## config.mk

```make
export PLATFORM = sky130hd
export DESIGN_NAME = axis_in
export DESIGN_NICKNAME = d
export VERILOG_FILES = /design/src/hdl/axis_in_stream_pkg.sv /design/src/hdl/axis_in_csr_pkg.sv /design/src/hdl/axis_in_csrs.sv /design/src/hdl/axis_in_pack.sv /design/src/hdl/axis_in_fifo.sv /design/src/hdl/axis_in_drain.sv /design/src/hdl/axis_in.sv
export VERILOG_INCLUDE_DIRS = /design/src /design/src/hdl
export SDC_FILE = /design/constraint.sdc
export NUM_CORES = 1
export LEC_CHECK = 0
export ABC_AREA = 1
export BUFFER_PORTS_ARGS = -buffer_cell sky130_fd_sc_hd__buf_2
export CORE_ASPECT_RATIO = 0.6
export CORE_MARGIN = 2
export CORE_UTILIZATION = 40
export CTS_CLUSTER_SIZE = 16
export DETAILED_ROUTE_END_ITERATION = 12
export GPL_TIMING_DRIVEN = 0
export PLACE_DENSITY = 0.56
export SETUP_SLACK_MARGIN = 0.4
export SLEW_MARGIN = 40
export SYNTH_ARGS = -nofsm -noshare
export SYNTH_HDL_FRONTEND = slang
export SYNTH_SLANG_ARGS = --single-unit
```

## constraint.sdc

```tcl
create_clock -name clk_i -period 4.6 [get_ports clk_i]
set_input_delay 0 -clock clk_i [delete_from_list [all_inputs] [get_ports clk_i]]
set_output_delay 0 -clock clk_i [all_outputs]
set_load 0.03 [all_outputs]
```

## src/hdl/axis_in_config.svh

```systemverilog
`ifndef AXIS_IN_CONFIG_SVH
`define AXIS_IN_CONFIG_SVH

// Stream beat and packed system word widths
`define AXIS_IN_TDATA_W 8
`define AXIS_IN_DATA_W 32

// FIFO depth is 2**FIFO_ADDR_W words
`define AXIS_IN_FIFO_ADDR_W 3

// Register map, word addresses
`define AXIS_IN_ADDR_ENABLE 3'd0
`define AXIS_IN_ADDR_MODE 3'd1
`define AXIS_IN_ADDR_SOFT_RESET 3'd2
`define AXIS_IN_ADDR_THRESHOLD 3'd3
`define AXIS_IN_ADDR_DATA 3'd4
`define AXIS_IN_ADDR_STATUS 3'd5
`define AXIS_IN_ADDR_NWORDS 3'd6
`define AXIS_IN_ADDR_LEVEL 3'd7

`endif

```

## src/hdl/axis_in_stream_pkg.sv

```systemverilog
`include "axis_in_config.svh"

package axis_in_stream_pkg;

   // One narrow beat on the input stream
   typedef logic [`AXIS_IN_TDATA_W-1:0] beat_t;

   // One packed word on the system side
   typedef logic [`AXIS_IN_DATA_W-1:0] word_t;

   // Lane index inside a word, four lanes
   typedef logic [1:0] lane_t;

   // Accepted beat counter
   typedef logic [`AXIS_IN_DATA_W-1:0] count_t;

   // FIFO occupancy, one extra bit to reach the full depth
   typedef logic [`AXIS_IN_FIFO_ADDR_W:0] level_t;

   // Input stream payload
   typedef struct packed {
      beat_t tdata;
      logic  tlast;
   } axis_beat_t;

   // Output stage states
   typedef enum logic [1:0] {
      EMPTY = 2'd0,
      FETCH = 2'd1,
      HOLD  = 2'd2
   } drain_state_t;

endpackage

```

## src/hdl/axis_in_csr_pkg.sv

```systemverilog
package axis_in_csr_pkg;

   typedef logic [2:0] csr_addr_t;

   // Register bus request, 36 bits
   typedef struct packed {
      logic                      write;
      csr_addr_t                 addr;
      axis_in_stream_pkg::word_t wdata;
   } csr_req_t;

   // Register block to datapath
   typedef struct packed {
      logic                       enable;
      // 1 selects the system stream, 0 the DATA register
      logic                       mode;
      logic                       soft_reset;
      axis_in_stream_pkg::level_t threshold;
   } csr_ctrl_t;

   // Datapath to register block
   typedef struct packed {
      logic                       empty;
      logic                       full;
      logic                       tlast_detected;
      axis_in_stream_pkg::count_t nwords;
      axis_in_stream_pkg::level_t level;
   } csr_status_t;

endpackage

```

## src/hdl/axis_in_csrs.sv

```systemverilog
`timescale 1ns/1ps
`include "axis_in_config.svh"

module axis_in_csrs (
   input  logic                         clk_i,
   input  logic                         rst_i,
   input  logic                         csr_valid_i,
   input  axis_in_csr_pkg::csr_req_t    csr_req_i,
   output logic                         csr_ready_o,
   output logic                         csr_rvalid_o,
   output axis_in_stream_pkg::word_t    csr_rdata_o,
   input  axis_in_csr_pkg::csr_status_t status_i,
   input  logic                         data_valid_i,
   input  axis_in_stream_pkg::word_t    data_i,
   output logic                         data_ready_o,
   output axis_in_csr_pkg::csr_ctrl_t   ctrl_o,
   output logic                         interrupt_o
);

   localparam int LEVEL_W = $bits(axis_in_stream_pkg::level_t);
   localparam axis_in_stream_pkg::level_t DEPTH = 1 << `AXIS_IN_FIFO_ADDR_W;

   logic                       enable_q;
   logic                       mode_q;
   logic                       soft_reset_q;
   axis_in_stream_pkg::level_t threshold_q;
   logic                       data_rd;
   logic                       accept;
   logic                       wr_en;
   logic                       rd_en;
   axis_in_stream_pkg::word_t  rdata_nxt;

   // A DATA read waits here until the drain has a word
   assign data_rd = csr_valid_i && !csr_req_i.write &&
                    (csr_req_i.addr == `AXIS_IN_ADDR_DATA);
   assign csr_ready_o  = !(data_rd && !data_valid_i);
   assign accept       = csr_valid_i && csr_ready_o;
   assign wr_en        = accept && csr_req_i.write;
   assign rd_en        = accept && !csr_req_i.write;
   assign data_ready_o = data_rd && data_valid_i;

   always_ff @(posedge clk_i) begin
      if (rst_i) begin
         enable_q     <= 1'b0;
         mode_q       <= 1'b0;
         soft_reset_q <= 1'b0;
         threshold_q  <= DEPTH;
      end else begin
         // Soft reset only lasts one cycle
         soft_reset_q <= 1'b0;
         if (wr_en) begin
            case (csr_req_i.addr)
               `AXIS_IN_ADDR_ENABLE:     enable_q     <= csr_req_i.wdata[0];
               `AXIS_IN_ADDR_MODE:       mode_q       <= csr_req_i.wdata[0];
               `AXIS_IN_ADDR_SOFT_RESET: soft_reset_q <= csr_req_i.wdata[0];
               `AXIS_IN_ADDR_THRESHOLD:  threshold_q  <= csr_req_i.wdata[LEVEL_W-1:0];
               default: ;
            endcase
         end
      end
   end

   // Read decode
   always_comb begin
      rdata_nxt = '0;
      case (csr_req_i.addr)
         `AXIS_IN_ADDR_ENABLE:    rdata_nxt[0] = enable_q;
         `AXIS_IN_ADDR_MODE:      rdata_nxt[0] = mode_q;
         `AXIS_IN_ADDR_THRESHOLD: rdata_nxt[LEVEL_W-1:0] = threshold_q;
         `AXIS_IN_ADDR_DATA:      rdata_nxt = data_i;
         `AXIS_IN_ADDR_STATUS: begin
            rdata_nxt[2:0] = {status_i.tlast_detected, status_i.full, status_i.empty};
         end
         `AXIS_IN_ADDR_NWORDS:    rdata_nxt = status_i.nwords;
         `AXIS_IN_ADDR_LEVEL:     rdata_nxt[LEVEL_W-1:0] = status_i.level;
         default: ;
      endcase
   end

   always_ff @(posedge clk_i) begin
      if (rst_i) begin
         csr_rvalid_o <= 1'b0;
      end else begin
         csr_rvalid_o <= rd_en;
      end
   end

   always_ff @(posedge clk_i) begin
      if (rd_en) begin
         csr_rdata_o <= rdata_nxt;
      end
   end

   assign ctrl_o = '{
      enable:     enable_q,
      mode:       mode_q,
      soft_reset: soft_reset_q,
      threshold:  threshold_q
   };

   // Level interrupt
   assign interrupt_o = (status_i.level >= threshold_q);

endmodule

```

## src/hdl/axis_in_pack.sv

```systemverilog
`timescale 1ns/1ps

module axis_in_pack (
   input  logic                           clk_i,
   input  logic                           rst_i,
   input  axis_in_csr_pkg::csr_ctrl_t     ctrl_i,
   input  logic                           axis_valid_i,
   input  axis_in_stream_pkg::axis_beat_t axis_beat_i,
   output logic                           axis_ready_o,
   output logic                           push_o,
   output axis_in_stream_pkg::word_t      word_o,
   input  logic                           full_i,
   output axis_in_stream_pkg::count_t     nwords_o,
   output logic                           tlast_detected_o
);

   localparam int BEAT_W = $bits(axis_in_stream_pkg::beat_t);

   axis_in_stream_pkg::lane_t  lane_q;
   axis_in_stream_pkg::word_t  word_q;
   axis_in_stream_pkg::word_t  word_nxt;
   axis_in_stream_pkg::count_t nwords_q;
   logic                       pending_q;
   logic                       tlast_q;
   logic                       accept;
   logic                       word_done;

   // Register mode stops taking beats after the first tlast
   assign axis_ready_o = ctrl_i.enable && !pending_q && !(!ctrl_i.mode && tlast_q);
   assign accept       = axis_valid_i && axis_ready_o;
   assign word_done    = (lane_q == '1) || axis_beat_i.tlast;

   // Lane 0 starts from a cleared word, so lanes left unwritten on tlast read zero
   always_comb begin
      word_nxt = (lane_q == '0) ? '0 : word_q;
      word_nxt[lane_q*BEAT_W +: BEAT_W] = axis_beat_i.tdata;
   end

   always_ff @(posedge clk_i) begin
      if (accept) begin
         word_q <= word_nxt;
      end
   end

   always_ff @(posedge clk_i) begin
      if (rst_i || ctrl_i.soft_reset) begin
         lane_q    <= '0;
         pending_q <= 1'b0;
      end else if (accept) begin
         if (word_done) begin
            lane_q    <= '0;
            pending_q <= 1'b1;
         end else begin
            lane_q <= lane_q + 1'b1;
         end
      end else if (push_o) begin
         pending_q <= 1'b0;
      end
   end

   // Beat count up to and including the first tlast
   always_ff @(posedge clk_i) begin
      if (rst_i || ctrl_i.soft_reset) begin
         nwords_q <= '0;
         tlast_q  <= 1'b0;
      end else if (accept) begin
         if (!tlast_q) begin
            nwords_q <= nwords_q + 1'b1;
         end
         if (axis_beat_i.tlast) begin
            tlast_q <= 1'b1;
         end
      end
   end

   // Completed word waits here for FIFO space
   assign push_o           = pending_q && !full_i;
   assign word_o           = word_q;
   assign nwords_o         = nwords_q;
   assign tlast_detected_o = tlast_q;

endmodule

```

## src/hdl/axis_in_fifo.sv

```systemverilog
`timescale 1ns/1ps
`include "axis_in_config.svh"

module axis_in_fifo (
   input  logic                       clk_i,
   input  logic                       rst_i,
   input  logic                       clear_i,
   input  logic                       push_i,
   input  axis_in_stream_pkg::word_t  wdata_i,
   output logic                       full_o,
   input  logic                       pop_i,
   output axis_in_stream_pkg::word_t  rdata_o,
   output logic                       empty_o,
   output axis_in_stream_pkg::level_t level_o
);

   localparam int ADDR_W = `AXIS_IN_FIFO_ADDR_W;
   localparam int DEPTH = 1 << ADDR_W;

   axis_in_stream_pkg::word_t  mem_q [DEPTH];
   // Pointers carry a wrap bit on top of the address
   axis_in_stream_pkg::level_t wr_ptr_q;
   axis_in_stream_pkg::level_t rd_ptr_q;
   axis_in_stream_pkg::level_t level_q;
   logic                       pop_q;

   always_ff @(posedge clk_i) begin
      if (push_i) begin
         mem_q[wr_ptr_q[ADDR_W-1:0]] <= wdata_i;
      end
      if (pop_i) begin
         rdata_o <= mem_q[rd_ptr_q[ADDR_W-1:0]];
      end
   end

   always_ff @(posedge clk_i) begin
      if (rst_i || clear_i) begin
         wr_ptr_q <= '0;
         rd_ptr_q <= '0;
         level_q  <= '0;
         pop_q    <= 1'b0;
      end else begin
         if (push_i) begin
            wr_ptr_q <= wr_ptr_q + 1'b1;
         end
         if (pop_i) begin
            rd_ptr_q <= rd_ptr_q + 1'b1;
         end
         pop_q <= pop_i;
         // Popped word still counts while its read data is in flight
         level_q <= level_q + {{ADDR_W{1'b0}}, push_i} - {{ADDR_W{1'b0}}, pop_q};
      end
   end

   assign empty_o = (wr_ptr_q == rd_ptr_q);
   assign full_o  = (level_q == DEPTH[ADDR_W:0]);
   assign level_o = level_q;

endmodule

```

## src/hdl/axis_in_drain.sv

```systemverilog
`timescale 1ns/1ps

module axis_in_drain (
   input  logic                       clk_i,
   input  logic                       rst_i,
   input  axis_in_csr_pkg::csr_ctrl_t ctrl_i,
   input  logic                       empty_i,
   output logic                       pop_o,
   input  axis_in_stream_pkg::word_t  rdata_i,
   output logic                       sys_valid_o,
   output axis_in_stream_pkg::word_t  sys_data_o,
   input  logic                       sys_ready_i,
   output logic                       data_valid_o,
   output axis_in_stream_pkg::word_t  data_o,
   input  logic                       data_ready_i
);

   axis_in_stream_pkg::drain_state_t state_q;
   axis_in_stream_pkg::drain_state_t state_nxt;
   axis_in_stream_pkg::word_t        hold_q;
   logic                             take;

   // Consumer selected by MODE
   assign take = ctrl_i.mode ? sys_ready_i : data_ready_i;

   always_comb begin
      state_nxt = state_q;
      pop_o     = 1'b0;
      case (state_q)
         axis_in_stream_pkg::EMPTY: begin
            if (!empty_i) begin
               pop_o     = 1'b1;
               state_nxt = axis_in_stream_pkg::FETCH;
            end
         end
         // FIFO read data arrives in this state
         axis_in_stream_pkg::FETCH: state_nxt = axis_in_stream_pkg::HOLD;
         axis_in_stream_pkg::HOLD: begin
            if (take) begin
               // Next word goes in flight on the hand-off
               if (!empty_i) begin
                  pop_o     = 1'b1;
                  state_nxt = axis_in_stream_pkg::FETCH;
               end else begin
                  state_nxt = axis_in_stream_pkg::EMPTY;
               end
            end
         end
         default: state_nxt = axis_in_stream_pkg::EMPTY;
      endcase
   end

   always_ff @(posedge clk_i) begin
      if (rst_i || ctrl_i.soft_reset) begin
         state_q <= axis_in_stream_pkg::EMPTY;
      end else begin
         state_q <= state_nxt;
      end
   end

   always_ff @(posedge clk_i) begin
      if (state_q == axis_in_stream_pkg::FETCH) begin
         hold_q <= rdata_i;
      end
   end

   assign sys_valid_o  = (state_q == axis_in_stream_pkg::HOLD) && ctrl_i.mode;
   assign data_valid_o = (state_q == axis_in_stream_pkg::HOLD) && !ctrl_i.mode;
   assign sys_data_o   = hold_q;
   assign data_o       = hold_q;

endmodule

```

## src/hdl/axis_in.sv

```systemverilog
`timescale 1ns/1ps

module axis_in (
   input  logic                           clk_i,
   input  logic                           rst_i,
   // Input stream
   input  logic                           axis_tvalid_i,
   output logic                           axis_tready_o,
   input  axis_in_stream_pkg::axis_beat_t axis_beat_i,
   // System stream
   output logic                           sys_valid_o,
   input  logic                           sys_ready_i,
   output axis_in_stream_pkg::word_t      sys_data_o,
   // Register bus
   input  logic                           csr_valid_i,
   output logic                           csr_ready_o,
   input  axis_in_csr_pkg::csr_req_t      csr_req_i,
   output logic                           csr_rvalid_o,
   output axis_in_stream_pkg::word_t      csr_rdata_o,
   output logic                           interrupt_o
);

   axis_in_csr_pkg::csr_ctrl_t   ctrl;
   axis_in_csr_pkg::csr_status_t status;
   logic                         push;
   axis_in_stream_pkg::word_t    pack_word;
   logic                         fifo_full;
   logic                         fifo_empty;
   logic                         pop;
   axis_in_stream_pkg::word_t    fifo_rdata;
   axis_in_stream_pkg::level_t   fifo_level;
   axis_in_stream_pkg::count_t   nwords;
   logic                         tlast_detected;
   logic                         data_valid;
   axis_in_stream_pkg::word_t    data;
   logic                         data_ready;

   assign status = '{
      empty:          fifo_empty,
      full:           fifo_full,
      tlast_detected: tlast_detected,
      nwords:         nwords,
      level:          fifo_level
   };

   axis_in_csrs u_csrs (
      .clk_i        (clk_i),
      .rst_i        (rst_i),
      .csr_valid_i  (csr_valid_i),
      .csr_req_i    (csr_req_i),
      .csr_ready_o  (csr_ready_o),
      .csr_rvalid_o (csr_rvalid_o),
      .csr_rdata_o  (csr_rdata_o),
      .status_i     (status),
      .data_valid_i (data_valid),
      .data_i       (data),
      .data_ready_o (data_ready),
      .ctrl_o       (ctrl),
      .interrupt_o  (interrupt_o)
   );

   axis_in_pack u_pack (
      .clk_i            (clk_i),
      .rst_i            (rst_i),
      .ctrl_i           (ctrl),
      .axis_valid_i     (axis_tvalid_i),
      .axis_beat_i      (axis_beat_i),
      .axis_ready_o     (axis_tready_o),
      .push_o           (push),
      .word_o           (pack_word),
      .full_i           (fifo_full),
      .nwords_o         (nwords),
      .tlast_detected_o (tlast_detected)
   );

   axis_in_fifo u_fifo (
      .clk_i   (clk_i),
      .rst_i   (rst_i),
      .clear_i (ctrl.soft_reset),
      .push_i  (push),
      .wdata_i (pack_word),
      .full_o  (fifo_full),
      .pop_i   (pop),
      .rdata_o (fifo_rdata),
      .empty_o (fifo_empty),
      .level_o (fifo_level)
   );

   axis_in_drain u_drain (
      .clk_i        (clk_i),
      .rst_i        (rst_i),
      .ctrl_i       (ctrl),
      .empty_i      (fifo_empty),
      .pop_o        (pop),
      .rdata_i      (fifo_rdata),
      .sys_valid_o  (sys_valid_o),
      .sys_data_o   (sys_data_o),
      .sys_ready_i  (sys_ready_i),
      .data_valid_o (data_valid),
      .data_o       (data),
      .data_ready_i (data_ready)
   );

endmodule

```

==> results.py, run 1 <==
metrics = {
    "status": {
        "status": "finished, final reports clean",
    },
    "route": {
        "wl_per_cell_um": 21.1,
        "avgViaCountPerCell": 5.33,
        "drc": 0,
        "drt_iter0_markers": 1536,
        "dr.pass1.iters": 5,
        "num_vias": 12338,
        "routed_wl_mm": 48.7,
        "antenna_left": 0,
    },
    "cells_and_area": {
        "fin_area_um2": 21000,
        "layout-drive-gt1-share_pct": 13.3,
        "diodes": 0,
        "area_growth_pct": 17.9,
        "fillers": 3892,
        "postLayoutCoreUtil_pct": 48.1,
        "seq_area_um2": 12700,
        "multi_input_area_um2": 4490,
        "fin_nets": 1775,
    },
    "synthesis": {
        "synth_compound_area_share_pct": 8.71,
        "synth.yosys.seq_area_share_pct": 71.4,
        "synth.distinct_cells": 45,
        "synth.area.top_cells": "edfxtp_1 65%, dfxtp_1 6.6%, nand2_1 5.5%",
        "synth.cell_area_um2": 17800,
        "avgSynthCellArea_um2": 11.7,
        "synth-edff-count": 384,
        "synth_commonest_cells": "384 x edfxtp_1, 259 x nand2_1, 257 x nor2_1",
        "synth_top_family_by_area": "simple AND/OR/NAND/NOR gates",
        "synth_top_area_share_pct": 64.8,
        "syn_inst": 1525,
        "synth_warnings": 0,
        "yosysMostFrequentCell": "edfxtp_1",
        "synth_fp_nets": 1593,
        "async_reset_ff_share_pct": 0,
        "yosys-mux-area-fraction_pct": 0,
        "synth_seq_cells": 443,
        "synth_area_leader_cell": "edfxtp_1",
        "synth_fa_ha_area_share_pct": 1.31,
        "yosys.area_share.simple_pct": 14.5,
        "synth_flop_cell": "edfxtp_1",
        "synth_xor_area_share_pct": 0.344,
    },
    "sta": {
        "period_needed_ns": 2.87,
        "hold_violations": 0,
        "setup_slack_ns": 1.73,
        "worst_slew_margin_rel_pct": 43.2,
        "worst_clock_skew_ns": 0.0141,
        "setup-violations-final": 0,
        "rsz0062_at_grt": "no",
        "max_freq_mhz": 348,
        "worst_slew_pin_slew_ns": 0.852,
        "fin_crit_sh_pct": 62.4,
        "slew_violations": 0,
    },
    "cts": {
        "cts_resized": 0,
        "cts_htree_levels": 2,
        "cts.sinks": 443,
        "clockRootBuffer": "clkbuf_16",
        "clk_pin_slew_ns": 0.07,
        "cts_tree": "done",
        "insertion_delay_ns": 0.54,
        "cts.path.max_buffers": 3,
        "numCtsBuffers": 40,
    },
    "floorplanning": {
        "core_um2": 43600,
        "die_area_um2": 46300,
        "die_h_um": 167,
        "initial_utilization_pct": 40.8,
        "rows": 59,
        "die_x_um": 276,
        "ios": 119,
    },
    "hold_path": {
        "hp-class": "in -> reg",
    },
    "critical_path": {
        "slowest_delay_ns": 0.47,
        "endpoint_kind": "flop",
        "criticalPathCategory": "reg -> reg",
        "cp.arrival_ns": 3.11,
        "path_cells": "inv_1 > ha_1 > nand3_1 > nand2_1 > inv_1 > nand2_1 > nor3_2 > buf_4 > buf_4 > buf_2",
        "crit_fanout": 8,
        "critical-path-slowest-cell": "nor3_2",
        "cp.required_ns": 4.84,
        "start_kind": "flop",
    },
    "grt": {
        "gr-total-overflow": 0,
        "grt_usage_pct": 21.1,
        "grt_max_degree": 22,
        "grt_pass1_vias": 11508,
        "antenna_found_initial": 1,
        "grt_pass1_wl_mm": 73.4,
    },
    "placed_design": {
        "dp_hpwl_mm": 35.8,
        "portBuffers": 89,
        "place_congestion": 0.968,
        "postPlaceCellArea_um2": 19500,
        "dp_slack_ns": 1.73,
    },
    "pwr": {
        "power_density_nw_per_um2": 519,
        "p_leak_nw": 7.24,
        "peakVddDrop_v": 0.000440,
    },
    "run": {
        "drv_cap": 0,
    },
}
-- through the flow --
stage	power, W	setup TNS [ns]	std cells	hold WS, ns
after floorplan	0.00670	0	1525	0.0785
after global placement	0.00768	-31.25	2193	0.204
after detailed placement	0.00777	0	2215	0.211
after CTS	0.0110	0	2313	0.0123
after global routing	0.0115	0	2313	0.0713
final	0.0109	0	2313	0.0423
-- state kept, by name, summed over array words and instances, names as in the netlist, 2 cells and up --
| signal | flops |
|---|---|
| u_fifo.wr_ptr_q | 4 |
| u_csrs.csr_rdata_o | 32 |
| u_pack.nwords_o | 32 |
| u_pack.lane_q | 2 |
| u_pack.word_o | 32 |
| u_fifo.rd_ptr_q | 4 |
| u_fifo.mem_q | 256 |
| u_csrs.threshold_q | 4 |
| u_drain.state_q | 2 |
| u_fifo.level_o | 4 |
| u_drain.data_o | 32 |
| u_fifo.rdata_o | 32 |
-- cell type report --
| cell class | instances | share of cell area [%] |
|---|---|---|
| inverters | 94 | 1.68 |
| repair buffers | 140 | 5.65 |
| plain buffers | 63 | 1.52 |
| well taps | 579 | 3.45 |
| multi-input cells | 925 | 21.4 |
| clock buffers | 51 | 5.11 |
| clock inverters | 18 | 0.661 |
| flip-flops and latches | 443 | 60.5 |
-- critical path, delay by kind of cell, from the launching register on --
family	cells	cell delay (ns)
DFF	1	0.34
and+or+nand+nor	4	1.06
adders and majority gates	1	0.20
buffers and inverters	5	0.94
-- metal layers --
metal / share of wire, % / wire length, µm / vias to the layer above / global-route usage (%)
met5: 0.027 / 13 / - / 0
met4: 1.5 / 717 / 2 / 3.87
met3: 9.5 / 4650 / 64 / 4.19
met2: 38 / 18700 / 486 / 27.9
met1: 50 / 24600 / 6067 / 35.3
li1: - / - / 5719 / -
-- cell families (layout without fill, tap and decap cells) --
group	Yosys count	in the layout
and+or+nand+nor	617	617
DFF	443	443
AOI/OAI and AO/OA	283	283
buffers and inverters	157	366
adders and majority gates	18	18
xor gates and xnor gates	7	7
-- path summary, 6_finish.rpt --
path                                             to  cells past startpoint  slack (ns)         startpoint
worst max register to register  u_fifo.mem_q[6][20]                     10        1.73  u_fifo.level_o[2]
worst min register to register    u_drain.data_o[4]                      0        0.42  u_fifo.rdata_o[4]
worst max-delay path            u_fifo.mem_q[6][20]                     10        1.73  u_fifo.level_o[2]
worst min-delay path             u_drain.state_q[0]                      5        0.04        sys_ready_i
-- placed cells by master (no fill, tap or decap), drive strengths merged --
cell,synthesis,layout
and2,2,2
nand4,13,13
a211oi,9,9
or2,1,1
nor3,25,25
o21ai,170,170
nor2,266,266
o2bb2ai,1,1
o2111ai,1,1
inv,93,93
o21a,2,2
o22ai,64,64
and3,1,1
o211ai,2,2
edfxtp,384,384
nand3,39,39
dfxtp,59,59
buf,33,144
xnor2,1,1
fa,1,1
a22o,2,2
xor2,6,6
nor4,1,1
clkbuf,30,81
nor4b,1,1
clkinvlp,0,2
bufinv,0,2
a21oi,31,31
nand2,266,266
nor3b,2,2
ha,17,17
a211o,1,1
dlygate4sd3,0,29
clkinv,1,15
-- power breakdown --
group | total, W | leakage (nW) | internal, W | switching [W]
Clock | 0.00321 | 0.595 | 0.00176 | 0.00145
Sequential | 0.00497 | 3.92 | 0.00480 | 0.000164
Combinational | 0.00273 | 2.73 | 0.000791 | 0.00194
-- timing repair --
item,CTS,global route
hold buffers,29,0
setup buffers,0,0
endpoints found under the hold margin,59,0
endpoints found under the setup margin,0,0
Note: power is estimated with default switching activity, not from simulation.
==> run 2, diff against run 1 <==
--- a/config.mk
+++ b/config.mk
@@ -6,7 +6,7 @@
 export SDC_FILE = /design/constraint.sdc
 export NUM_CORES = 1
 export LEC_CHECK = 0
-export ABC_AREA = 1
+export ABC_AREA = 0
 export BUFFER_PORTS_ARGS = -buffer_cell sky130_fd_sc_hd__buf_2
 export CORE_ASPECT_RATIO = 0.6
 export CORE_MARGIN = 2
@@ -14,7 +14,7 @@
 export CTS_CLUSTER_SIZE = 16
 export DETAILED_ROUTE_END_ITERATION = 12
 export GPL_TIMING_DRIVEN = 0
-export PLACE_DENSITY = 0.56
+export PLACE_DENSITY = 0.58
 export SETUP_SLACK_MARGIN = 0.4
 export SLEW_MARGIN = 40
 export SYNTH_ARGS = -nofsm -noshare
==> constraint.sdc (replaced) <==
create_clock -name clk_i -period 2.6 [get_ports clk_i]
set_input_delay 0 -clock clk_i [delete_from_list [all_inputs] [get_ports clk_i]]
set_output_delay 0 -clock clk_i [all_outputs]
set_load 0.03 [all_outputs]
==> run 2 against run 1 <==
Net effect: sequential power increased by 64%; register-to-register slack got worse by 1.4 ns; critical path type unchanged; first-iteration DRC count decreased by 42%; highest routed layer is now met4.
==> results.py, run 2 <==
metrics = {
    "critical_path": {
        "cp.required_ns": 3.00,
        "crit_fanout": 10,
        "start_kind": "flop",
        "timing.rr.start": "u_pack.pending_q",
        "cp.arrival_ns": 2.64,
        "path_delay_family": "simple AND/OR/NAND/NOR gates",
        "path_cells": "nand4bb_4 > buf_8 > or4_4 > buf_6 > clkbuf_4 > o31ai_1 > a21oi_1",
        "slowest_delay_ns": 0.53,
        "cp_num_buf_inv": 3,
        "crit_path_start": "u_pack.pending_q",
        "endpoint_kind": "flop",
        "criticalPathCategory": "reg -> reg",
        "critical-path-slowest-cell": "or4_4",
    },
    "sta": {
        "worst_clock_skew_ns": 0.0165,
        "setup-violations-final": 0,
        "slew_violations": 0,
        "holdWs_ns": 0.0132,
        "worst_slew_pin_slew_ns": 0.836,
        "hold_violations": 0,
        "worst_slew_margin_rel_pct": 44.2,
        "fin_setup_tns_ns": 0,
        "period_needed_ns": 2.24,
        "max_freq_mhz": 447,
        "fin_crit_sh_pct": 86.0,
        "rsz0062_at_grt": "yes",
    },
    "floorplanning": {
        "core_um2": 42100,
        "initial_utilization_pct": 40.8,
        "ios": 119,
        "die_area_um2": 44700,
        "die_h_um": 165,
        "rows": 58,
        "die_x_um": 272,
    },
    "synthesis": {
        "syn_inst": 962,
        "synth_fp_nets": 1030,
        "synth.yosys.seq_area_share_pct": 74.0,
        "synth_warnings": 0,
        "synth.area.top_cells": "edfxtp_1 67%, mux4_2 8.4%, dfxtp_1 6.9%",
        "yosysMostFrequentCell": "edfxtp_1",
        "synth-edff-count": 384,
        "synth_commonest_cells": "384 x edfxtp_1, 64 x mux4_2, 59 x dfxtp_1",
        "async_reset_ff_share_pct": 0,
        "synth_seq_cells": 443,
        "synth_flop_cell": "edfxtp_1",
        "synth_area_leader_cell": "edfxtp_1",
        "avgSynthCellArea_um2": 17.9,
        "synth.distinct_cells": 51,
        "synth_top_area_share_pct": 67.1,
        "synth.cell_area_um2": 17200,
    },
    "route": {
        "antenna_left": 0,
        "wl_per_cell_um": 23.4,
        "dr.pass1.iters": 5,
        "drt_iter0_markers": 886,
        "avgViaCountPerCell": 5.43,
        "routed_wl_mm": 41.6,
        "drc": 0,
        "num_vias": 9637,
    },
    "cts": {
        "insertion_delay_ns": 0.55,
        "cts.path.max_buffers": 3,
        "cts_htree_levels": 2,
        "numCtsBuffers": 40,
        "cts.sinks": 443,
        "cts_tree": "done",
        "clk_pin_slew_ns": 0.07,
        "clockRootBuffer": "clkbuf_16",
    },
    "pwr": {
        "p_leak_nw": 6.97,
        "peakVddDrop_v": 0.000435,
        "power_density_nw_per_um2": 768,
    },
    "cells_and_area": {
        "final_common_cell": "edfxtp_1",
        "fin_nets": 1244,
        "seq_area_um2": 12700,
        "fillers": 3551,
        "layout-drive-gt1-share_pct": 33.4,
        "diodes": 0,
        "postLayoutCoreUtil_pct": 49.9,
        "largest_reg_flops": 256,
        "area_growth_pct": 22.1,
        "final_cell_mix": "384 x edfxtp_1, 92 x buf_2, 64 x mux4_2, 42 x clkbuf_16, 42 x dfxtp_1",
        "multi_input_area_um2": 4490,
    },
    "placed_design": {
        "place_congestion": 0.849,
        "dp_hpwl_mm": 28.5,
        "portBuffers": 89,
    },
    "grt": {
        "antenna_found_initial": 2,
        "grt_pass1_vias": 9413,
        "grt_pass1_wl_mm": 60.8,
        "grt_usage_pct": 18.4,
        "grt_max_degree": 25,
        "gr-total-overflow": 0,
    },
    "hold_path": {
        "worstHoldStart": "csr_req_i[33]",
        "hp-class": "in -> reg",
    },
    "status": {
        "status": "finished, final reports clean",
    },
    "run": {
        "drv_cap": 0,
    },
}
[run 2: cell count changes in the layout (fill, tap and decap cells not counted), moves of 27 or more]
cell / change
nand2_1: -229
nor2_1: -223
o21ai_0: -121
inv_1: -71
mux4_2: +64
o22ai_1: -64
o21ai_1: -38
mux2_2: +37
and2_1: +34
a22o_1: +29
buf_4: +27
[run 2: final timing paths]
path	endpoint	slack (ns)	cells after the start
max	u_pack.nwords_o[29]	0.36	7
min reg2reg	u_drain.data_o[9]	0.42	0
min	u_drain.state_q[1]	0.01	4
max reg2reg	u_pack.nwords_o[29]	0.36	7
[run 2: worst min-delay path, delay by kind of cell]
kind | cells | cell delay, ns
buffers and inverters | 1 | 0.11
AND/OR/NAND/NOR | 1 | 0.14
AO/OA/AOI/OAI | 2 | 0.27
[run 2: logic make-up (layout without fill, tap and decap cells)]
kind of cell	Yosys count	after routing	synth area share, %
simple gates	200	200	6.63
flops	443	443	74.0
mux	108	108	11.2
xor+xnor	16	16	0.816
compound gates	109	109	4.37
buf+inv	68	312	1.61
fa+ha+maj	18	18	1.35
[run 2: layout make-up]
cell class | instances | share of cell area (%)
inverter | 21 | 0.388
buffer | 47 | 1.47
clock inverter | 22 | 1.10
timing repair buffer | 172 | 6.40
clock buffer | 50 | 5.09
multi-input combinational | 451 | 21.4
sequential | 443 | 60.7
tap | 570 | 3.40
[run 2: per-stage QoR]
step                power [W]  setup WS, ns  instance area [µm²]  cells
finish                 0.0161         0.363                21000   1776
global route           0.0167         0.316                21000   1776
CTS                    0.0162         0.328                20700   1758
detailed placement     0.0102        -0.221                18800   1644
global placement       0.0101        -0.774                18400   1621
floorplan             0.00955         0.189                17300    962
[run 2: repair_timing]
item	4_1_cts	5_1_grt
resized for setup	55	44
endpoints found under the hold margin	50	0
cloned	0	2
setup endpoints to repair	231	149
buffers inserted	18	15
hold buffers	24	0
pin swaps	12	13
[run 2: routing by layer]
metal,track usage [%],vias to the layer above,routed length (µm)
met4,3.77,0,608
met3,3.31,61,2540
met2,26.4,296,17900
met1,29.2,5019,20500
met5,0,-,0
li1,-,4261,-
[run 2: where the power goes]
| part | total [W] | leakage (nW) | internal [W] | switching [W] |
|---|---|---|---|---|
| Combinational | 0.00205 | 2.27 | 0.000956 | 0.00109 |
| Sequential | 0.00813 | 4.06 | 0.00801 | 0.000127 |
| Clock | 0.00593 | 0.641 | 0.00334 | 0.00259 |
